[config.mk]
export PLATFORM = sky130hd
export DESIGN_NAME = controlUnit
export DESIGN_NICKNAME = d
export VERILOG_FILES = /design/src/mipsCtrlPkg.sv /design/src/mipsIsaPkg.sv /design/src/controlUnit.sv
export SDC_FILE = /design/constraint.sdc
export NUM_CORES = 1
export LEC_CHECK = 0
export ABC_AREA = 1
export BUFFER_PORTS_ARGS = -buffer_cell sky130_fd_sc_hd__buf_2
export CAP_MARGIN = 40
export CORE_AREA = 2 2 39 41
export DETAILED_ROUTE_END_ITERATION = 16
export DIE_AREA = 0 0 41 43
export GPL_TIMING_DRIVEN = 0
export PLACE_DENSITY_LB_ADDON = 0.1
export SETUP_SLACK_MARGIN = 0.05
export SYNTH_ARGS = -nofsm -noshare
export SYNTH_HDL_FRONTEND = slang
export SYNTH_SLANG_ARGS = --single-unit
[constraint.sdc]
create_clock -name vclk -period 0.8
set_clock_uncertainty 0.2 [all_clocks]
set_input_delay 0.08 -clock vclk [all_inputs]
set_output_delay 0.08 -clock vclk [all_outputs]
set_load 0.1 [all_outputs]
[src/mipsCtrlPkg.sv]
package mipsCtrlPkg;

    // Operation class chosen by the main decoder
    typedef enum logic [1:0] {
        ALUOP_ADD   = 2'b00,  // Address calc and addi
        ALUOP_SUB   = 2'b01,  // Compare for beq
        ALUOP_FUNCT = 2'b10   // Look at funct field
    } aluOpT;

    // Operation actually performed by the ALU
    typedef enum logic [3:0] {
        ALU_AND = 4'b0000,
        ALU_OR  = 4'b0001,
        ALU_ADD = 4'b0010,
        ALU_SUB = 4'b0110,
        ALU_SLT = 4'b0111
    } aluCtrlT;

    // Datapath control for one instruction
    typedef struct packed {
        logic  regDst;    // 1 selects rd, 0 selects rt
        logic  aluSrc;    // 1 selects immediate
        logic  memToReg;  // 1 writes back load data
        logic  regWrite;
        logic  memRead;
        logic  memWrite;
        logic  branch;
        aluOpT aluOp;
    } ctrlT;

endpackage

[src/mipsIsaPkg.sv]
package mipsIsaPkg;

    // Primary opcode field, bits 31:26
    typedef enum logic [5:0] {
        OP_RTYPE = 6'b000000,
        OP_BEQ   = 6'b000100,
        OP_ADDI  = 6'b001000,
        OP_LW    = 6'b100011,
        OP_SW    = 6'b101011
    } opcodeT;

    // Function field of R-type words, bits 5:0
    typedef enum logic [5:0] {
        FN_ADD = 6'b100000,
        FN_SUB = 6'b100010,
        FN_AND = 6'b100100,
        FN_OR  = 6'b100101,
        FN_SLT = 6'b101010
    } functT;

    typedef struct packed {
        opcodeT      opcode;
        logic [4:0]  rs;
        logic [4:0]  rt;
        logic [4:0]  rd;
        logic [4:0]  shamt;   // Unused, no shifts supported
        functT       funct;
    } rFmtT;

    typedef struct packed {
        opcodeT      opcode;
        logic [4:0]  rs;
        logic [4:0]  rt;
        logic [15:0] imm;     // Sign-extended by the core
    } iFmtT;

    // One fetched word, seen as either format
    typedef union packed {
        rFmtT r;
        iFmtT i;
    } instrU;

endpackage

[src/controlUnit.sv]
`timescale 1ns/1ps

module controlUnit
    import mipsIsaPkg::*, mipsCtrlPkg::*;
(
    input  opcodeT opcode,
    output ctrlT   ctrl
);

    always_comb begin
        ctrl = '0;  // Unknown opcodes fall through as a no-op
        case (opcode)
            OP_RTYPE: begin
                ctrl.regDst   = 1'b1;
                ctrl.regWrite = 1'b1;
                ctrl.aluOp    = ALUOP_FUNCT;
            end
            OP_LW: begin
                ctrl.aluSrc   = 1'b1;
                ctrl.memToReg = 1'b1;
                ctrl.regWrite = 1'b1;
                ctrl.memRead  = 1'b1;
                ctrl.aluOp    = ALUOP_ADD;  // Base plus offset
            end
            OP_SW: begin
                ctrl.aluSrc   = 1'b1;
                ctrl.memWrite = 1'b1;
                ctrl.aluOp    = ALUOP_ADD;
            end
            OP_BEQ: begin
                ctrl.branch   = 1'b1;
                ctrl.aluOp    = ALUOP_SUB;  // Zero flag means equal
            end
            OP_ADDI: begin
                ctrl.aluSrc   = 1'b1;
                ctrl.regWrite = 1'b1;
                ctrl.aluOp    = ALUOP_ADD;
            end
            default: begin
                ctrl = '0;
            end
        endcase
    end

endmodule

==> run_results.csv <==
group,metric,value,unit
outcome,status,"complete, but fails checks",
outcome,violations,"setup timing",
die,die_width,41,µm
setup_path,worstPathArrival,0.86,ns
power,p_leak,0.000236,µW
worst_hold_path,hp-class,"input port to output pin",
synthesis,netlist_area,133,µm²
power,clockPowerShare,0,%
sta,maxSlewHeadroom,90.2,%
die,core_area,1380,µm²
setup_path,crit_path_end,"ctrl[6]",
power,switchingPower,133,µW
finish,antenna_cells,0,
sta,finalWorstPathRequiredPeriod,1.14,ns
finish,fill_cells,133,
die,start_util,9.58,%
global_route,grt_remaining_overflow,0,
global_route,grt_max_degree,5,
global_route,antenna_found_initial,0,
drt,drt_wl_total,536,µm
power,p_seq_share,0,%
drt,antenna_left,0,
sta,fmax,879,MHz
finish,design_area,612,µm²
finish,fin_util,44.2,%
sta,worstMarginPinSlew,0.146,ns
sta,finalMaxSlewViolations,0,
die,io_pins,15,
drt,detailedRoute.firstPassIterationCount,1,
sta,hold_viol,0,
finish,regArea,0,µm²
power,total_power,238,µW
finish,design.seq.count,0,
placement,place_congestion,0.664,
synthesis,avgSynthCellArea,4.74,µm²
sta,final.setup.worst_slack,-0.337,ns
job,maxCapViolCount,0,
synthesis,synth-warning-count,0,
die,die_height,43,µm
sta,setup_viol,9,
power,switching_share,56.0,%
placement,dpl_worst_slack,-0.664,ns
sta,period_share,142,%
finish,syn_to_final_growth,361,%
drt,drcViolationCount,0,
sta,rsz0062_at_grt,"yes",
setup_path,cp-startpoint,"opcode[4]",
placement,post_dp_cell_area,374,µm²
power,p_comb_share,100.0,%
power,ir_worst_vdd,0.199,mV
placement,hpwl,422,µm
global_route,grt_pass1_wl,903,µm
synthesis,yosysSeqAreaShare,0,%
drt,vias,236,
drt,vias_per_cell,3.75,
finish,drive_above_1_share,95.7,%
die,rows,14,
setup_path,critPathMaxFanout,3,
global_route,grt_pass1_vias,240,
placement,port_buffers,15,
setup_path,cp-end-kind,"output pin",
setup_path,startpoint_type,"input port",
finish,n_clock_buffer,0,
drt,routedWlPerCell,8.51,µm
global_route,track_usage,6.79,%
synthesis,syn-instance-count,28,
setup_path,crit_type,"input port to output pin",
drt,drtIter0Drc,0,
power,p_int,105,µW
power,p_per_area,389,nW/µm²
finish,num-nets-final,55,
clock_network,cts_hold_buf,0,
synthesis,synthDistinctLibCells,8,
setup_path,worstPathRequired,0.52,ns
synthesis,synth_fp_nets,34,
die,die-area,1760,µm²
-- repair_timing --
action	4_1_cts	5_1_grt
resized for setup	58	2
gates cloned	0	0
endpoints found under the setup margin	9	9
pin swaps	9	1
buffers inserted	3	1
-- worst max-delay path, stage by stage --
cell and delay (ns):
buf_8 0.10, nor2_4 0.15, nand3_4 0.13, clkinvlp_4 0.14
buf_12 0.10, buf_12 0.16
-- layout by cell type, fill, tap and decap left out, drive strengths merged --
master | Yosys | routed
clkinvlp | 0 | 1
nand2 | 6 | 6
inv | 7 | 6
buf | 2 | 21
nor2 | 9 | 9
nand3 | 4 | 4
-- synth_stat cells --
library cell	instances	area (µm²)
nor2_2	2	12.5
nand3_1	4	20.0
nand2_2	1	6.26
buf_4	2	15.0
inv_1	7	26.3
nand2_1	5	18.8
nor2_1	6	22.5
nor2_4	1	11.3
-- worst min-delay path by stage --
stage               startpoint       to  slack [ns]  cells past startpoint
finish               opcode[4]  ctrl[3]        0.35                      5
global route         opcode[4]  ctrl[3]        0.36                      5
CTS                  opcode[4]  ctrl[3]        0.36                      5
floorplan            opcode[4]  ctrl[3]        0.18                      3
detailed placement   opcode[2]  ctrl[0]        0.53                      4
global placement     opcode[2]  ctrl[0]        0.52                      4
-- per-layer routing --
layer	up-vias	track usage, %	wire length (µm)
met4	0	0	0
met1	111	6.96	141
met5	-	0	0
li1	117	-	-
met2	8	13.8	347
met3	0	1.05	47
-- metrics by stage --
stage | cells | setup TNS (ns) | hold slack, ns
3_3_place_gp | 59 | -5.00 | 0.522
6_report | 63 | -2.40 | 0.350
2_1_floorplan | 28 | -2.77 | 0.179
4_1_cts | 62 | -2.47 | 0.355
3_5_place_dp | 59 | -5.01 | 0.525
5_1_grt | 63 | -2.68 | 0.361
-- kinds of logic after synthesis --
| group | share of synthesized area [%] |
|---|---|
| buf+inv | 31.1 |
| simple gates | 68.9 |
-- area by class of cell --
cell class / instances / area [µm²] / share of cell area (%)
buffer: 2 / 40.0 / 6.54
inverter: 7 / 42.5 / 6.95
multi-input combinational: 19 / 221 / 36.2
tap: 16 / 20.0 / 3.27
timing repair buffer: 19 / 288 / 47.0
-- power groups by stage --
stage	Sequential, µW	Clock [µW]	Combinational, µW
after floorplan	0	0	116
after global placement	0	0	160
after detailed placement	0	0	160
after CTS	0	0	234
after global routing	0	0	250
final	0	0	238
No activity file was read; power rests on OpenSTA's default activity.
