### src/mipsCtrlPkg.sv
package mipsCtrlPkg;

    // Operation class chosen by the main decoder
    typedef enum logic [1:0] {
        ALUOP_ADD   = 2'b00,  // Address calc and addi
        ALUOP_SUB   = 2'b01,  // Compare for beq
        ALUOP_FUNCT = 2'b10   // Look at funct field
    } aluOpT;

    // Operation actually performed by the ALU
    typedef enum logic [3:0] {
        ALU_AND = 4'b0000,
        ALU_OR  = 4'b0001,
        ALU_ADD = 4'b0010,
        ALU_SUB = 4'b0110,
        ALU_SLT = 4'b0111
    } aluCtrlT;

    // Datapath control for one instruction
    typedef struct packed {
        logic  regDst;    // 1 selects rd, 0 selects rt
        logic  aluSrc;    // 1 selects immediate
        logic  memToReg;  // 1 writes back load data
        logic  regWrite;
        logic  memRead;
        logic  memWrite;
        logic  branch;
        aluOpT aluOp;
    } ctrlT;

endpackage

### src/mipsIsaPkg.sv
package mipsIsaPkg;

    // Primary opcode field, bits 31:26
    typedef enum logic [5:0] {
        OP_RTYPE = 6'b000000,
        OP_BEQ   = 6'b000100,
        OP_ADDI  = 6'b001000,
        OP_LW    = 6'b100011,
        OP_SW    = 6'b101011
    } opcodeT;

    // Function field of R-type words, bits 5:0
    typedef enum logic [5:0] {
        FN_ADD = 6'b100000,
        FN_SUB = 6'b100010,
        FN_AND = 6'b100100,
        FN_OR  = 6'b100101,
        FN_SLT = 6'b101010
    } functT;

    typedef struct packed {
        opcodeT      opcode;
        logic [4:0]  rs;
        logic [4:0]  rt;
        logic [4:0]  rd;
        logic [4:0]  shamt;   // Unused, no shifts supported
        functT       funct;
    } rFmtT;

    typedef struct packed {
        opcodeT      opcode;
        logic [4:0]  rs;
        logic [4:0]  rt;
        logic [15:0] imm;     // Sign-extended by the core
    } iFmtT;

    // One fetched word, seen as either format
    typedef union packed {
        rFmtT r;
        iFmtT i;
    } instrU;

endpackage

### src/aluControl.sv
`timescale 1ns/1ps

module aluControl
    import mipsIsaPkg::*, mipsCtrlPkg::*;
(
    input  aluOpT   aluOp,
    input  functT   funct,
    output aluCtrlT aluCtrl
);

    always_comb begin
        case (aluOp)
            ALUOP_ADD: aluCtrl = ALU_ADD;
            ALUOP_SUB: aluCtrl = ALU_SUB;
            ALUOP_FUNCT: begin
                case (funct)
                    FN_ADD:  aluCtrl = ALU_ADD;
                    FN_SUB:  aluCtrl = ALU_SUB;
                    FN_AND:  aluCtrl = ALU_AND;
                    FN_OR:   aluCtrl = ALU_OR;
                    FN_SLT:  aluCtrl = ALU_SLT;
                    default: aluCtrl = ALU_ADD;  // Unsupported funct
                endcase
            end
            default: aluCtrl = ALU_ADD;
        endcase
    end

endmodule

### config.mk
export PLATFORM = sky130hd
export DESIGN_NAME = aluControl
export DESIGN_NICKNAME = d
export VERILOG_FILES = /design/src/mipsCtrlPkg.sv /design/src/mipsIsaPkg.sv /design/src/aluControl.sv
export SDC_FILE = /design/constraint.sdc
export NUM_CORES = 1
export LEC_CHECK = 0
export ABC_AREA = 1
export ABC_CLOCK_PERIOD_IN_PS = 800
export BUFFER_PORTS_ARGS = -buffer_cell sky130_fd_sc_hd__buf_2
export CAP_MARGIN = 20
export CORE_AREA = 4 4 41 43
export DETAILED_ROUTE_END_ITERATION = 7
export DIE_AREA = 0 0 45 47
export SLEW_MARGIN = 20
export SYNTH_ARGS = -nofsm -noshare
export SYNTH_HDL_FRONTEND = slang
export SYNTH_SLANG_ARGS = --single-unit
### constraint.sdc
create_clock -name vclk -period 0.8
set_input_delay 0.08 -clock vclk [all_inputs]
set_output_delay 0.08 -clock vclk [all_outputs]
set_load 0.01 [all_outputs]
==> metrics <==
ranking of synthesized cells by area=sky130_fd_sc_hd__inv_1, sky130_fd_sc_hd__nand2_1, sky130_fd_sc_hd__nor2_1, sky130_fd_sc_hd__ha_1, sky130_fd_sc_hd__nand3_1; number of library cell types mapped by synthesis=11; vias in the first global route=191; iteration-0 DRC count of the detailed router=6; post-layout minimum cycle time=0.937 ns; Crit. End Element=output port; Static Leakage=0.160 nW; Max IR drop VDD=0.137 mV; setup slack at placement=-0.208 ns; Register Area=0 um^2; area overhead of the layout relative to synthesis=60.8%; net count of the mapped netlist=49; number of buffer cells added on primary ports=11; length of the first detailed-routing pass in iterations=4; reported max-cap violation count=0; largest net degree at the start of global routing=5; Die Wd=45 um; Pwr per Cell Area=410 mW/mm^2; floorplan die area=0.00212 mm^2; via count=240; Max Fclk=1070 MHz; mean instance size in the synthesized netlist=4.75 um^2; Residual DRC=0; Placer Congestion=0.765; startpoint of the most critical hold path=aluOp[1]; clock buffer count in the final layout=0; CP Max Fanout=3; most instantiated library cell after synthesis=sky130_fd_sc_hd__inv_1; number of cells on the worst hold path=4; Finish-stage setup viols=3; Core ar.=0.00130 mm^2; drt total wl=465 um; element type at the critical path start=input pin; DRT antenna net count=0; endpoint of the worst hold path=aluCtrl[2]; global-route wire length before repair=710 um; final worst hold slack=0.531 ns; Worst Slack Setup Final=-0.137 ns; post-synthesis instance total=39; overflow left after global routing=0; All-Layer GR Usage=0.0417; Post-Synthesis Cell Area=185 um^2; total negative setup slack=-0.301 ns; setup repair after global routing missed its margin=true; Max Slew Vio Count=0; DR vias/cell=3.69; result of the run=finished with violations; sum of routed wire segments on met1=193 um; Post-DP HPWL=402 um; Yosys top cell area share=0.182; metal3 WL=48 um; Hold Violations, Final=0; largest area contributor in the netlist=sky130_fd_sc_hd__inv_1; Ant. Diodes=0; classification of the worst setup path=in2out; Hold Buf Count CTS=0; antenna violations before repair=0; met2 wire len=223 um; critical path data required time=0.72 ns; post-layout net count=62; die height=47 um; top-level I/O count=12; share of the clock period used by the worst path after layout=1.17; type of the tightest min-delay check=in2out; sequential-to-total area share from yosys stat=0; data arrival time of the critical path=0.86 ns; violated checks=negative setup slack; count of standard-cell rows=13; ratio of cells with drive above 1 in the final layout=0.460; topmost layer with routed signal wires=met3; average routed wire per standard cell=7.15 um; FFs & Latches=0; most numerous cell types in the synthesized netlist=sky130_fd_sc_hd__inv_1, sky130_fd_sc_hd__nand2_1, sky130_fd_sc_hd__nor2_1; starting utilization of the core area=0.142; number of warnings printed during yosys synthesis=0
==> kinds of logic after synthesis <==
family,after synthesis,share of synthesized area
buffers and inverters,11,0.243
adder cells (fa/ha/maj),2,0.135
AND/OR/NAND/NOR,23,0.547
other,1,0.0203
AO/OA/AOI/OAI,2,0.0541
==> critical path, cell delays in order <==
cell                      delay (ns)
sky130_fd_sc_hd__buf_6          0.10
sky130_fd_sc_hd__inv_4          0.04
sky130_fd_sc_hd__ha_4           0.19
sky130_fd_sc_hd__or2_1          0.22
sky130_fd_sc_hd__a21oi_2        0.10
sky130_fd_sc_hd__buf_2          0.13
==> cell usage in the layout (no fill, tap or decap), types with 2 or more instances in the layout <==
master,Yosys,final
sky130_fd_sc_hd__buf_2,0,9
sky130_fd_sc_hd__nand2_1,8,8
sky130_fd_sc_hd__inv_1,9,6
sky130_fd_sc_hd__nor2_1,7,6
sky130_fd_sc_hd__nor2_2,3,4
sky130_fd_sc_hd__nand3_1,4,4
sky130_fd_sc_hd__inv_4,0,2
sky130_fd_sc_hd__inv_2,1,2
sky130_fd_sc_hd__buf_6,0,2
==> per-layer routing <==
layer,global-route usage,vias to the layer above
met5,0,-
met4,0,0
met3,0.00766,0
met2,0.0819,9
met1,0.0494,98
li1,-,133
==> metrics by stage <==
stage / utilization / instances / total power, mW / area [um^2]
2_1_floorplan: - / 39 / 0.0625 / 201
3_3_place_gp: 0.212 / 65 / 0.107 / 275
3_5_place_dp: 0.212 / 65 / 0.107 / 275
4_1_cts: 0.220 / 65 / 0.115 / 287
5_1_grt: 0.229 / 65 / 0.138 / 298
6_report: 0.229 / 65 / 0.122 / 298
==> worst max-delay path by stage <==
stage	start	endpoint	slack [ns]	cells after the start
2_1_floorplan	aluOp[0]	aluCtrl[0]	0.02	4
3_3_place_gp	aluOp[0]	aluCtrl[0]	-0.20	6
3_5_place_dp	aluOp[0]	aluCtrl[0]	-0.21	6
4_1_cts	aluOp[0]	aluCtrl[0]	-0.17	6
5_1_grt	aluOp[0]	aluCtrl[0]	-0.18	6
6_report	aluOp[0]	aluCtrl[0]	-0.14	6
==> final cells by class <==
| type | count | area (um^2) |
|---|---|---|
| Fill cell | 169 | 1000 |
| Inverter | 10 | 42.5 |
| Multi-Input combinational cell | 28 | 161 |
| Tap cell | 15 | 18.8 |
| Timing Repair Buffer | 12 | 75.1 |
==> report_power, final <==
part | switching (mW) | internal (mW) | leakage [nW]
clock | 0 | 0 | 0
combinational | 0.0639 | 0.0583 | 0.160
sequential | 0 | 0 | 0
==> timing repair <==
item | 4_1_cts | 5_1_grt
gates cloned | 0 | 0
endpoints found under the hold margin | 0 | 0
pin swaps | 5 | 5
setup endpoints to repair | 3 | 3
setup buffers | 0 | 0
resized for setup | 5 | 5
No activity file was read; power rests on OpenSTA's default activity.
