===== config.mk =====
export PLATFORM = sky130hd
export DESIGN_NAME = registerFile
export DESIGN_NICKNAME = d
export VERILOG_FILES = /design/src/registerFile.sv
export VERILOG_INCLUDE_DIRS = /design/src
export SDC_FILE = /design/constraint.sdc
export NUM_CORES = 2
export LEC_CHECK = 0
export ABC_CLOCK_PERIOD_IN_PS = 1600
export BUFFER_PORTS_ARGS = -buffer_cell sky130_fd_sc_hd__buf_4
export CAP_MARGIN = 20
export CORE_AREA = 5 5 321 323
export CTS_CLUSTER_SIZE = 14
export DETAILED_ROUTE_END_ITERATION = 12
export DIE_AREA = 0 0 326 328
export GPL_TIMING_DRIVEN = 0
export PLACE_DENSITY = 0.77
export SYNTH_ARGS = -nofsm -noshare
export SYNTH_HDL_FRONTEND = slang
export SYNTH_SLANG_ARGS = --single-unit

===== constraint.sdc =====
create_clock -name clk -period 1.6 [get_ports clk]
set_clock_uncertainty 0.05 [all_clocks]
set_input_delay 0 -clock clk [delete_from_list [all_inputs] [get_ports clk]]
set_output_delay 0 -clock clk [all_outputs]
set_load 0.01 [all_outputs]

===== src/mips_consts.svh =====
`ifndef MIPS_CONSTS_SVH
`define MIPS_CONSTS_SVH

// Datapath and instruction word width
`define MIPS_WORD_W 32

// Register file geometry
`define MIPS_REG_COUNT 32
`define MIPS_REG_ADDR_W 5

// Data memory depth in 32-bit words
`define MIPS_DMEM_WORDS 256

// Byte offset bits below the word index
`define MIPS_BYTE_OFS_W 2

// First fetch address after reset
`define MIPS_RESET_PC 32'h0000_0000

`endif


===== src/registerFile.sv =====
`timescale 1ns/1ps
`include "mips_consts.svh"

module registerFile (
    input  logic                        clk,
    input  logic                        rstN,
    input  logic [`MIPS_REG_ADDR_W-1:0] readAddrA,
    input  logic [`MIPS_REG_ADDR_W-1:0] readAddrB,
    output logic [`MIPS_WORD_W-1:0]     readDataA,
    output logic [`MIPS_WORD_W-1:0]     readDataB,
    input  logic                        writeEn,
    input  logic [`MIPS_REG_ADDR_W-1:0] writeAddr,
    input  logic [`MIPS_WORD_W-1:0]     writeData
);

    logic [`MIPS_WORD_W-1:0] regs [`MIPS_REG_COUNT];

    always_ff @(posedge clk or negedge rstN) begin
        if (!rstN) begin
            for (int i = 0; i < `MIPS_REG_COUNT; i++) begin
                regs[i] <= '0;
            end
        end else if (writeEn && (writeAddr != '0)) begin  // $zero stays zero
            regs[writeAddr] <= writeData;
        end
    end

    // Register zero reads as a constant
    assign readDataA = (readAddrA == '0) ? '0 : regs[readAddrA];
    assign readDataB = (readAddrB == '0) ? '0 : regs[readAddrB];

endmodule


==> flow_summary.toml <==
[outcome]
status = "finished with violations"
violations = "negative hold slack, negative setup slack"

[final_layout]
multiInputGateArea_sq_mm = 0.02905
post-route-cell-area_sq_mm = 0.06362
instances_no_fill = 5293
regMostFlops = "regs"
synthToLayoutAreaGrowth_pct = 17.02
top_regs = "regs (1024)"
register_area_sq_mm = 0.02562
nNetsFinal = 3951
final_layout_size_suffix_gt1_share_pct = 59.06
fill_cells = 6996
largest_register_ff_count = 1024

[placed_design]
place_inst = 5037
port_buffers = 103
place_congestion = 0.9993
dp_hpwl_mm = 134.3
dpl_cell_area_sq_mm = 0.05709

[pwr]
vdd_ir_drop_max_mv = 0.9060
power_uw = 78350
p_per_area_mw_per_mm2 = 1231
power_leakage_uw = 0.02715

[synth]
synthCells = 3621
synth_warnings = 0
syn_area_per_cell_sq_um = 15.02
synthTopCellsByArea = "dfrtp_1 47%, mux2_2 22%, mux4_2 19%, mux2i_1 2.4%, buf_2 1.6%"
syn_nets = 3671
yosysSeqAreaShare_pct = 47.13
yosys_register_bits = 1024
syn_area_sq_mm = 0.05437
yosysTopAreaCellShare_pct = 47.13
synthDistinctLibCells = 35
synth_top_cell_by_area = "dfrtp_1"

[setup_path]
worstSetupStartpointType = "input pin"
worstPathMaxFanout = 10
max_stage_delay_ps = 460
end_kind = "primary output"
crit_arrival_ps = 2570
path_cells = "buf_2 > or2_2 > clkbuf_1 > or4_4 > buf_2 > o21ai_0 > a311oi_2 > buf_4"
rr_endpoint = "regs[898]"
crit_path_frequent_cell = "buf_2"
cp.required_ps = 1550
slowest_stage = "a311oi_2"
reg2reg_slack_ps = 630
rr_startpoint = "regs[898]"
crit_type = "input pin to primary output"
rr_worst_depth = 2

[global_routing]
grt-ovfl-total = 0
grt_pass1_wl_mm = 280.6
grt_max_degree = 159
grt_pass1_vias = 39280
grt_usage_pct = 36.18
antenna_found_initial = 8

[cts]
cts-buffers-inserted = 108
clkTransAtPathRegs_ps = 60
clk_latency_ps = 700
tritoncts = "done"
clock_sinks = 1024
cts_root_buffer = "clkbuf_16"
clockBufferDepth = 3
htree_levels = 3

[sta]
drv_slew = 0
fmax_mhz = 381.5
layout_min_cycle_time_ps = 2621
fin_crit_sh_pct = 163.8
setup_viol = 179
rsz0062_at_grt = "true"
tightestPinTransition_ps = 1256
setup_slack_ps = -1021
finalHoldWorstSlack_ps = -802.4
slew_headroom_pct = 16.23
hold_viol_final = 602

[routing]
first_pass_iters = 5
drtIter0Drc = 5557
post_drt_via_cell_ratio = 7.329
ant_nets = 0
post_drt_wl_per_cell_um = 37.08
vias = 38800
route.detailed.drc = 0
wirelength_mm = 196.3

[floorplanning]
die_x_um = 326
core-area_sq_mm = 0.09957
dieArea_sq_mm = 0.1069
ios = 114
placementRows = 116
die_h_um = 328
start_util_pct = 54.61

[worst_hold_path]
min_path_type = "input pin to async pin"

[job]
max_cap_viol_count = 0
## Yosys cell counts
| cell | n |
|---|---|
| clkbuf_1 | 223 |
| o21ai_1 | 9 |
| nor4_2 | 1 |
| nor2b_1 | 71 |
| buf_4 | 34 |
| and2_0 | 1 |
| and3_1 | 1 |
| nor3_1 | 3 |
| clkbuf_4 | 1 |
| nand2b_1 | 5 |
| inv_1 | 2 |
| mux2_1 | 10 |
| mux4_2 | 448 |
| o21ai_0 | 101 |
| or3_1 | 3 |
| nand2_1 | 49 |
| a22oi_1 | 64 |
| o2111ai_1 | 18 |
| dfrtp_1 | 1024 |
| a221oi_1 | 46 |
| nand3_1 | 1 |
| nand4_1 | 1 |
| nor2_1 | 19 |
| nand4b_1 | 3 |
| mux2_2 | 1046 |
| nor3b_1 | 2 |
| or4_1 | 2 |
| clkbuf_2 | 1 |
| and2_1 | 1 |
| mux2i_1 | 128 |
| or2_2 | 2 |
| a211oi_1 | 64 |
| a311oi_1 | 64 |
| buf_1 | 3 |
| buf_2 | 170 |
## per-layer routing
layer / track usage [%] / vias up / wire [um]
li1: - / 14610 / -
met1: 46.78 / 20480 / 69820
met2: 52.77 / 2940 / 86930
met3: 13.90 / 765 / 26550
met4: 20.43 / 2 / 12960
met5: 0 / - / 12
## critical path: cells and delay by family
| kind | cells | cell delay (ps) |
|---|---|---|
| buf+inv | 4 | 1380 |
| compound gates | 2 | 650 |
| simple gates | 2 | 510 |
## metrics by stage
| step | hold slack (ps) | TNS, ps | setup WS, ps | util, % |
|---|---|---|---|---|
| final | -802.4 | -61820 | -1021 | 63.90 |
| after global placement | 214.8 | - | -11830 | 57.01 |
| after detailed placement | -84.73 | -578800 | -1970 | 57.34 |
| after floorplan | -345.6 | 0 | 109.7 | - |
| after global routing | -775.0 | -56560 | -934.8 | 63.89 |
| after CTS | -796.8 | -88260 | -860.7 | 63.15 |
## cell families (layout without fill, tap and decap cells)
| logic type | after synthesis | in the layout | share of synthesized area [%] |
|---|---|---|---|
| simple gates | 165 | 165 | 1.611 |
| flops | 1024 | 1024 | 47.13 |
| mux | 1632 | 1632 | 42.79 |
| buf+inv | 434 | 799 | 3.631 |
| compound gates | 366 | 366 | 4.842 |
| other cells | 0 | 9 | 0 |
## repair_timing
action	in CTS	in global routing
setup buffers	5	15
endpoints found under the hold margin	1159	604
pin swaps	88	52
hold buffers	33	1
endpoints found under the setup margin	84	420
resized for setup	488	146
## final cells by class
type | count | area share [%]
antenna | 9 | 0.03540
timing repair buffer | 172 | 2.478
clock buffer | 161 | 5.003
clock inverter | 34 | 0.5644
multi-input combinational | 2163 | 45.65
inverter | 2 | 0.01180
sequential | 1024 | 40.28
tap | 1298 | 2.553
buffer | 430 | 3.426
## layout by cell type (no fill, tap or decap), types with 33 or more instances in the layout
cell	n
a221oi_1	44
a22oi_1	38
a311oi_2	45
buf_2	153
buf_4	171
clkbuf_1	185
clkbuf_16	109
clkbuf_2	35
dfrtp_1	1024
dlygate4sd3_1	33
mux2_2	1014
mux2i_1	128
mux4_2	448
nand2_1	49
nor2b_4	35
o21ai_2	41
## power breakdown
part / internal (uW) / total, uW / switching [uW]
Clock: 14800 / 25700 / 10900
Sequential: 30800 / 34600 / 3770
Combinational: 10000 / 18000 / 8010
Total: 55700 / 78300 / 22700
## how the worst max path moves through the flow
stage                     slack [ps]          from            end  cells after the start
after detailed placement       -1970  readAddrB[3]  readDataB[16]                      8
final                          -1020  readAddrA[4]   readDataA[6]                      8
after global routing            -930     regs[941]  readDataA[13]                      5
after CTS                       -860     regs[909]  readDataA[13]                      5
after floorplan                  110  readAddrA[0]   readDataA[0]                      7
after global placement        -11830          rstN      regs[907]                      1
(Power assumes the default switching activity.)
