`config.mk`:
```
export PLATFORM = sky130hd
export DESIGN_NAME = alu
export DESIGN_NICKNAME = d
export VERILOG_FILES = /design/src/mipsCtrlPkg.sv /design/src/alu.sv
export VERILOG_INCLUDE_DIRS = /design/src
export SDC_FILE = /design/constraint.sdc
export NUM_CORES = 1
export LEC_CHECK = 0
export ABC_AREA = 1
export BUFFER_PORTS_ARGS = -buffer_cell sky130_fd_sc_hd__buf_2
export CAP_MARGIN = 30
export CORE_ASPECT_RATIO = 0.7
export CORE_MARGIN = 2
export CORE_UTILIZATION = 40
export DETAILED_ROUTE_END_ITERATION = 12
export PLACE_DENSITY = 0.59
export RECOVER_POWER = 50
export SLEW_MARGIN = 25
export SYNTH_ARGS = -nofsm -noshare
export SYNTH_HDL_FRONTEND = slang
export SYNTH_SLANG_ARGS = --single-unit
```
`constraint.sdc`:
```
create_clock -name vclk -period 5.15
set_input_delay 0.2575 -clock vclk [all_inputs]
set_output_delay 0.2575 -clock vclk [all_outputs]
set_load 0.05 [all_outputs]
```
`src/mips_consts.svh`:
```
`ifndef MIPS_CONSTS_SVH
`define MIPS_CONSTS_SVH

// Datapath and instruction word width
`define MIPS_WORD_W 32

// Register file geometry
`define MIPS_REG_COUNT 32
`define MIPS_REG_ADDR_W 5

// Data memory depth in 32-bit words
`define MIPS_DMEM_WORDS 256

// Byte offset bits below the word index
`define MIPS_BYTE_OFS_W 2

// First fetch address after reset
`define MIPS_RESET_PC 32'h0000_0000

`endif

```
`src/mipsCtrlPkg.sv`:
```
package mipsCtrlPkg;

    // Operation class chosen by the main decoder
    typedef enum logic [1:0] {
        ALUOP_ADD   = 2'b00,  // Address calc and addi
        ALUOP_SUB   = 2'b01,  // Compare for beq
        ALUOP_FUNCT = 2'b10   // Look at funct field
    } aluOpT;

    // Operation actually performed by the ALU
    typedef enum logic [3:0] {
        ALU_AND = 4'b0000,
        ALU_OR  = 4'b0001,
        ALU_ADD = 4'b0010,
        ALU_SUB = 4'b0110,
        ALU_SLT = 4'b0111
    } aluCtrlT;

    // Datapath control for one instruction
    typedef struct packed {
        logic  regDst;    // 1 selects rd, 0 selects rt
        logic  aluSrc;    // 1 selects immediate
        logic  memToReg;  // 1 writes back load data
        logic  regWrite;
        logic  memRead;
        logic  memWrite;
        logic  branch;
        aluOpT aluOp;
    } ctrlT;

endpackage

```
`src/alu.sv`:
```
`timescale 1ns/1ps
`include "mips_consts.svh"

module alu
    import mipsCtrlPkg::*;
(
    input  aluCtrlT                 aluCtrl,
    input  logic [`MIPS_WORD_W-1:0] a,
    input  logic [`MIPS_WORD_W-1:0] b,
    output logic [`MIPS_WORD_W-1:0] result,
    output logic                    zero
);

    logic lessThan;

    assign lessThan = $signed(a) < $signed(b);  // Two's complement compare

    always_comb begin
        case (aluCtrl)
            ALU_AND: result = a & b;
            ALU_OR:  result = a | b;
            ALU_ADD: result = a + b;
            ALU_SUB: result = a - b;
            ALU_SLT: result = {{(`MIPS_WORD_W-1){1'b0}}, lessThan};
            default: result = '0;
        endcase
    end

    assign zero = (result == '0);

endmodule

```
==> results of run 1 <==
==> kinds of logic (layout without fill, tap and decap cells) <==
family / Yosys count / count (layout)
AND/OR/NAND/NOR: 781 / 781
XOR/XNOR: 1 / 1
buffers and inverters: 378 / 447
AO/OA/AOI/OAI: 118 / 118
adder cells (fa/ha/maj): 100 / 100
==> per-stage QoR <==
stage	instance area [um^2]	cells
floorplan	6680	1378
global placement	7300	1672
detailed placement	7300	1672
CTS	7300	1672
global route	7280	1672
finish	7280	1672
==> power groups by stage <==
| stage | Combinational (W) | Clock, W | Sequential (W) |
|---|---|---|---|
| floorplan | 0.000549 | 0 | 0 |
| global placement | 0.000775 | 0 | 0 |
| detailed placement | 0.000775 | 0 | 0 |
| CTS | 0.000778 | 0 | 0 |
| global route | 0.000880 | 0 | 0 |
| finish | 0.000794 | 0 | 0 |
==> path summary, 6_finish.rpt <==
path / endpoint / slack (ns) / start
worst max-delay path: zero / 1.13 / aluCtrl[3]
worst min-delay path: result[1] / 1.17 / b[1]
==> routing by layer <==
metal / global-route usage, % / wire length, um
met1: 46.9 / 13300
met2: 37.8 / 9050
met3: 6.72 / 2950
met4: 2.64 / 265
met5: 0 / 0
==> Yosys cell counts, types with 11 or more instances <==
library cell  count
a21oi_1          53
buf_2            22
ha_1             98
inv_1           331
inv_2            11
nand2_1         453
nand3_1         111
nand4_1          14
nor2_1          148
nor2_2           20
o21ai_0          21
o22ai_1          27
==> cell usage in the layout, fill, tap and decap left out, drive strengths merged <==
cell type | netlist | layout
a21oi | 55 | 55
a31oi | 3 | 3
and2 | 2 | 2
and3 | 1 | 1
buf | 31 | 89
clkbuf | 3 | 14
clkinv | 2 | 2
fa | 2 | 2
ha | 98 | 98
inv | 342 | 342
nand2 | 460 | 460
nand3 | 116 | 116
nand3b | 8 | 8
nand4 | 14 | 14
nor2 | 170 | 170
nor3 | 7 | 7
nor4 | 1 | 1
o211ai | 1 | 1
o21ai | 27 | 27
o21bai | 5 | 5
o22ai | 27 | 27
or2 | 2 | 2
xnor2 | 1 | 1
==> final cells by class <==
cell class         count  area share, %
multi-input cells   1000           71.5
inverters            344           17.7
repair buffers       103           6.91
well taps            225           3.87
==> results.md, run 1 <==
- Worst slew pin tran: 1.59 ns
- Seq Cell Count: 0
- CP Max Fanout: 32
- Synth Area in Simple Gates: 49.0%
- Area contributors post-synth: nand2_1 25%, inv_1 19%, ha_1 18%
- Area of the multi-input gates: 5200 um^2
- Hold Path Cell Cnt: 5
- Mean area per synthesized cell: 4.84 um^2
- Core area: 16300 um^2
- DRC Markers: 0
- P_leak: 4.82 nW
- Port bufs: 101
- Die ar.: 17800 um^2
- Hpwl dp: 22.6 mm
- CP bufs+invs: 2
- Hold Buf Count CTS: 0
- Synth warn: 0
- Vias per inst: 4.90
- ANT cells: 0
- Vias in the first global route: 7143
- Starting density of the core: 40.8%
- Max-Cap Viols: 1
- Die width: 158 um
- PostCTS Resize Cnt: 0
- Final WL: 25.6 mm
- Syn-to-layout area delta: 9.00%
- TNS Setup: 0 ns
- I/O pin cnt: 101
- CP Launch Type: primary input
- Largest delay share family, worst path: simple AND/OR/NAND/NOR gates
- Clock share of power: 0%
- Post-Synth XOR/XNOR Area: 0.131%
- Mapped cell area: 6680 um^2
- Syn Nets: 1546
- Sequential cell area: 0 um^2
- Filler cells: 1946
- Synth Area in Adders: 19.0%
- Pre-CTS WS: 1.66 ns
- Post-CTS Repair Setup Buffers: 0
- RD Place Congestion: 1.02
- Part of the cycle the worst path needs: 78.0%
- DR vias: 8199
- First-pass GRT wire length: 39.1 mm
- CP Cell Sequence: buf_2 > nor2_1 > nand3_1 > o22ai_1 > nand3b_1 > nor2_1 > nand3b_1 > nor3_1 > nand2_1 > nor2_1 > buf_2
- Sequential element share of the synthesized area: 0%
- Critical path depth: 11
- Final setup viols: 0
- Final Worst Setup Slack: 1.13 ns
- Iteration count of the initial detailed-routing pass: 5
- Pint: 0.000221 W
- DRT antenna net count: 0
- Hold Path Class: in2out
- Register share of total power: 0%
- Final-layout clock buffer total: 0
- Area leader, netlist: nand2_1
- Global route overflow: 0
- P_sw: 0.000573 W
- Slowest-stage cell, CP: nand3_1
- Hold slack: 1.17 ns
- Largest family of logic cells by synthesized area: simple AND/OR/NAND/NOR gates
- Comb power frac: 100.0%
- Rows: 39
- Initial antenna violation count: 0
- CP peak stage delay: 1.24 ns
- Critical path required time: 4.89 ns
- Max Slew Vio Count: 33
- Final min period: 4.02 ns
- CP dominant cell by count: nor2_1
- Post-synth top area share: 25.5%
- Highest clock rate: 249 MHz
- Gate count after technology mapping: 1378
- Gr usage total: 28.6%
- Fraction of power spent switching nets: 72.2%
- Crit path capture type: output pin
- Pin count of the biggest net entering global routing: 33
- Crit path kind: in2out
- Count of cell types in the netlist: 33
- Core Util, Final: 44.5%
- Pwr dens: 109 nW/um^2
- Worst EP arrival: 3.76 ns
- Final Hold Fails: 0
- Worst VDD drop: 0.0000559 V
- Total power: 0.000794 W
- Synth Area in Compound Gates: 9.80%
- Net total in the final layout: 1617
- Post-DR wirelength/cell: 15.3 um
- Share of cells above drive strength 1: 9.54%
- Status: finished, violations left
- Die height: 112 um
- Slew HR: -6.29%
- Failing checks: max-capacitance violations, max-slew violations
- DR iter-0 viols: 799
- RSZ-0062 raised after global routing: no
- Mux cell area share after synthesis: 0%
(Power assumes the default switching activity.)
==> run 2, diff against run 1 <==
- clock period: 5.15 -> 3.8 ns (I/O delays scaled with it)
==> results.md, run 2 (synthesis gave the netlist of run 1 again) <==
- Core area: 16300 um^2 (unchanged)
- Worst slew pin tran: 1.25 ns (-0.342 ns)
- Crit path capture type: output pin
- DRT antenna net count: 0 (unchanged)
- Max-Cap Viols: 0 (-1)
- DR vias: 8330 (+1.6%)
- Pwr dens: 148 nW/um^2 (+35%)
- DR iter-0 viols: 1113 (+39%)
- Hpwl dp: 22.4 mm (-0.91%)
- Cell Count Post-Placement: 1680 (+0.48%)
- Crit path kind: in2out
- TNS Setup: 0 ns (unchanged)
- Die ar.: 17800 um^2 (unchanged)
- PostCTS Resize Cnt: 0 (unchanged)
- Commonest non-fill, non-tap cell in the layout: nand2_1
- Final Instance Count excl. Fillers: 1680 (+0.48%)
- Hold slack: 1.05 ns (-0.126 ns)
- Global route overflow: 0 (unchanged)
- DRC Markers: 0 (unchanged)
- Area after DPL: 7360 um^2 (+0.75%)
- P_leak: 4.87 nW (+0.84%)
- Post-DR wirelength/cell: 15.1 um (-1.3%)
- Worst EP arrival: 3.12 ns (-0.64 ns)
- Critical path required time: 3.61 ns (-1.28 ns)
- Initial antenna violation count: 0 (unchanged)
- Syn-to-layout area delta: 9.82%
- Final min period: 3.31 ns
- Total power: 0.00108 W (+36%)
- Sequential cell area: 0 um^2 (unchanged)
- RSZ-0062 raised after global routing: no
- Share of cells above drive strength 1: 9.97% (+0.43 points)
- Gr usage total: 28.1% (-0.45 points)
- Final setup viols: 0 (unchanged)
- Slew HR: 16.7% (+23 points)
- Vias in the first global route: 7247 (+1.5%)
- Die height: 112 um (unchanged)
- Most frequent cells in the layout: 453 x nand2_1, 332 x inv_1, 149 x nor2_1
- Part of the cycle the worst path needs: 87.2%
- CP Launch Type: primary input
- Die width: 158 um (unchanged)
- ANT cells: 0 (unchanged)
- First-pass GRT wire length: 38.9 mm (-0.69%)
- Hold Buf Count CTS: 0 (unchanged)
- Post-CTS Repair Setup Buffers: 0 (unchanged)
- I/O pin cnt: 101 (unchanged)
- Iteration count of the initial detailed-routing pass: 6 (+1)
- Final-layout clock buffer total: 0 (unchanged)
- Rows: 39 (unchanged)
- Seq Cell Count: 0 (unchanged)
- Status: finished, final reports clean
- Max Slew Vio Count: 0 (-100%)
- Starting density of the core: 40.8% (unchanged)
- Hold Path Class: in2out
- Pin count of the biggest net entering global routing: 27 (-18%)
- Net total in the final layout: 1625 (+0.49%)
- CP Max Fanout: 4 (-88%)
- Highest clock rate: 302 MHz
- RD Place Congestion: 0.973 (-4.3%)
- Design area: 7330 um^2 (+0.76%)
- Worst VDD drop: 0.0000708 V (+27%)
- Vias per inst: 4.96 (+1.1%)
- Port bufs: 101 (unchanged)
- Final WL: 25.4 mm (-0.86%)
- Final Hold Fails: 0 (unchanged)
[run 2: cell type report]
type | count | area [um^2]
Fill cell | 1924 | 9020
Inverter | 344 | 1290
Multi-Input combinational cell | 1000 | 5200
Tap cell | 225 | 282
Timing Repair Buffer | 111 | 558
[run 2: power breakdown]
part	total, W	leakage, nW	switching [W]	internal, W
clock	0	0	0	0
sequential	0	0	0	0
combinational	0.00108	4.87	0.000779	0.000304
total	0.00108	4.87	0.000779	0.000304
[run 2: path summary, 6_finish.rpt]
check / startpoint / end / slack, ns / depth (start not counted)
max: b[0] / zero / 0.49 / 18
min: aluCtrl[3] / result[0] / 1.05 / 5
[run 2: critical path, stage by stage]
cell and delay [ns]:
buf_2 0.10, ha_1 0.30, inv_1 0.11, fa_1 0.46
nor2_1 0.16, nor2_2 0.07, o21ai_2 0.17, nand2_1 0.10
nand2_1 0.07, nand2_1 0.04, nand3_1 0.09, nand2_1 0.07
nor2_1 0.25, nand3_1 0.12, nor3_1 0.27, nand2_1 0.08
nor2_1 0.17, buf_2 0.29
[run 2: metal layers]
layer	wire length (um)	GRT usage (%)	part of all wire [%]	vias up
met2	9300	39.1	37	423
met1	12700	47.0	50	3616
met5	0	0	0	-
met3	3290	4.21	13	12
li1	-	-	-	4279
met4	64	0.180	0.25	0
[run 2: stage by stage]
step | worst slack, ns | utilization [%]
floorplan | 0.685 | -
finish | 0.488 | 44.8
detailed placement | 0.555 | 45.0
global placement | 0.557 | 45.0
CTS | 0.543 | 45.0
global route | 0.241 | 44.8
==> run 3, diff against run 2 <==
- BUFFER_PORTS_ARGS: -buffer_cell sky130_fd_sc_hd__buf_2 -> -buffer_cell sky130_fd_sc_hd__buf_4
- CORE_MARGIN: 2 -> 4
- RECOVER_POWER: 50 -> not set
==> results.md, run 3 (synthesis gave the netlist of run 1 again) <==
- Status: finished, final reports clean
- I/O pin cnt: 101 (unchanged)
- RD Place Congestion: 0.988 (+1.5%)
- Gr usage total: 27.5% (-0.59 points)
- Pin count of the biggest net entering global routing: 27 (unchanged)
- CP Launch Type: primary input
- Final-layout clock buffer total: 0 (unchanged)
- Vias in the first global route: 7423 (+2.4%)
- Post-Route M1 WL: 13.4 mm (+5.3%)
- Die width: 162 um (+2.5%)
- Hold Buf Count CTS: 0 (unchanged)
- Post-DR wirelength/cell: 15.8 um (+4.4%)
- Worst slew pin tran: 0.800 ns (-0.448 ns)
- Starting density of the core: 40.8% (unchanged)
- P_leak: 4.98 nW (+2.3%)
- Port bufs: 101 (unchanged)
- Net total in the final layout: 1624 (-0.062%)
- Worst EP arrival: 3.20 ns (+0.08 ns)
- Global route overflow: 0 (unchanged)
- Die height: 116 um (+3.6%)
- Part of the cycle the worst path needs: 89.3% (+2.1 points)
- ANT cells: 0 (unchanged)
- WL met2: 9.59 mm (+3.1%)
- Rows: 39 (unchanged)
- DR iter-0 viols: 784 (-30%)
- Syn-to-layout area delta: 13.9%
- Hold Path Class: in2out
- Max-Cap Viols: 0 (unchanged)
- Worst VDD drop: 0.0000570 V (-20%)
- Initial antenna violation count: 0 (unchanged)
- Top sig layer: met4
- Final min period: 3.39 ns (+0.0810 ns)
- Highest clock rate: 295 MHz (-2.4%)
- DRC Markers: 0 (unchanged)
- Most frequent cells in the layout: 453 x nand2_1, 331 x inv_1, 148 x nor2_1
- Pwr dens: 148 nW/um^2 (+0.50%)
- Hpwl dp: 23.4 mm (+4.8%)
- First-pass GRT wire length: 40.7 mm (+4.7%)
- Sequential cell area: 0 um^2 (unchanged)
- DR vias: 8364 (+0.41%)
- Cell Count Post-Placement: 1679 (-0.060%)
- Final Instance Count excl. Fillers: 1679 (-0.060%)
- Max Slew Vio Count: 0 (unchanged)
- Iteration count of the initial detailed-routing pass: 6 (unchanged)
- Die ar.: 18900 um^2 (+6.2%)
- Share of cells above drive strength 1: 11.0% (+1.0 points)
- Critical path required time: 3.61 ns (about the same)
- Final setup viols: 0 (unchanged)
- Crit path capture type: output pin
- CP Max Fanout: 9 (+5)
- Final WL: 26.5 mm (+4.4%)
- Met3 wire len: 3.31 mm (+0.52%)
- Commonest non-fill, non-tap cell in the layout: nand2_1
- Slew HR: 46.6% (+30 points)
- Seq Cell Count: 0 (unchanged)
- Core area: 16300 um^2 (unchanged)
- Crit path kind: in2out
- DRT antenna net count: 0 (unchanged)
- RSZ-0062 raised after global routing: no
- Post-CTS Repair Setup Buffers: 0 (unchanged)
- TNS Setup: 0 ns (unchanged)
- Vias per inst: 4.98 (+0.47%)
- PostCTS Resize Cnt: 0 (unchanged)
- Final Hold Fails: 0 (unchanged)
==> run 3: changes by cell type in the layout (fill, tap and decap cells not counted) <==
cell      delta
nor2_1       -1
nor2_2       +1
buf_4      +102
inv_2        +1
clkbuf_1    -14
buf_2       -89
inv_1        -1
==> run 3: layout make-up <==
cell class         count  area, um^2
fillers             1899        8750
multi-input cells   1000        5200
inverters            344        1290
repair buffers       110         826
well taps            225         282
==> run 3: worst max-delay path: stages <==
cell and delay, ns:
buf_4 0.08, inv_1 0.05, ha_1 0.47, nand2_1 0.08
nand2_1 0.20, inv_1 0.09, nand2_1 0.19, nand2_1 0.08
nand2_1 0.15, nand2_1 0.09, nand2_1 0.14, nand3_1 0.22
nand2_1 0.12, nand2_1 0.05, nand3_1 0.07, nand2_1 0.07
nor2_2 0.15, nand2_1 0.07, nor2_1 0.13, nand2_1 0.08
nor2_1 0.18, buf_4 0.23
==> run 3: layer usage <==
layer / vias up / track usage, %
met3: 12 / 6.54
li1: 4284 / -
met1: 3693 / 44.0
met2: 375 / 38.0
met4: 0 / 1.92
met5: - / 0
==> run 3: worst paths after layout <==
path,cells after the start,end,slack (ns),startpoint
max,22,zero,0.41,b[2]
min,5,result[0],0.92,aluCtrl[3]
==> run 3: where the power goes <==
group	internal, W	switching (W)	leakage [nW]
logic	0.000342	0.000786	4.98
registers	0	0	0
clock network	0	0	0
total	0.000342	0.000786	4.98
==> run 3: through the flow <==
stage          total power (W)  cell area, um^2  util [%]  hold slack, ns  worst slack [ns]
2_1_floorplan         0.000744             6680         -           0.763             0.685
3_3_place_gp           0.00110             7600      46.5           0.928             0.608
3_5_place_dp           0.00110             7600      46.5           0.930             0.604
4_1_cts                0.00110             7600      46.5           0.932             0.594
5_1_grt                0.00125             7600      46.5           0.963             0.294
6_report               0.00113             7600      46.5           0.921             0.407
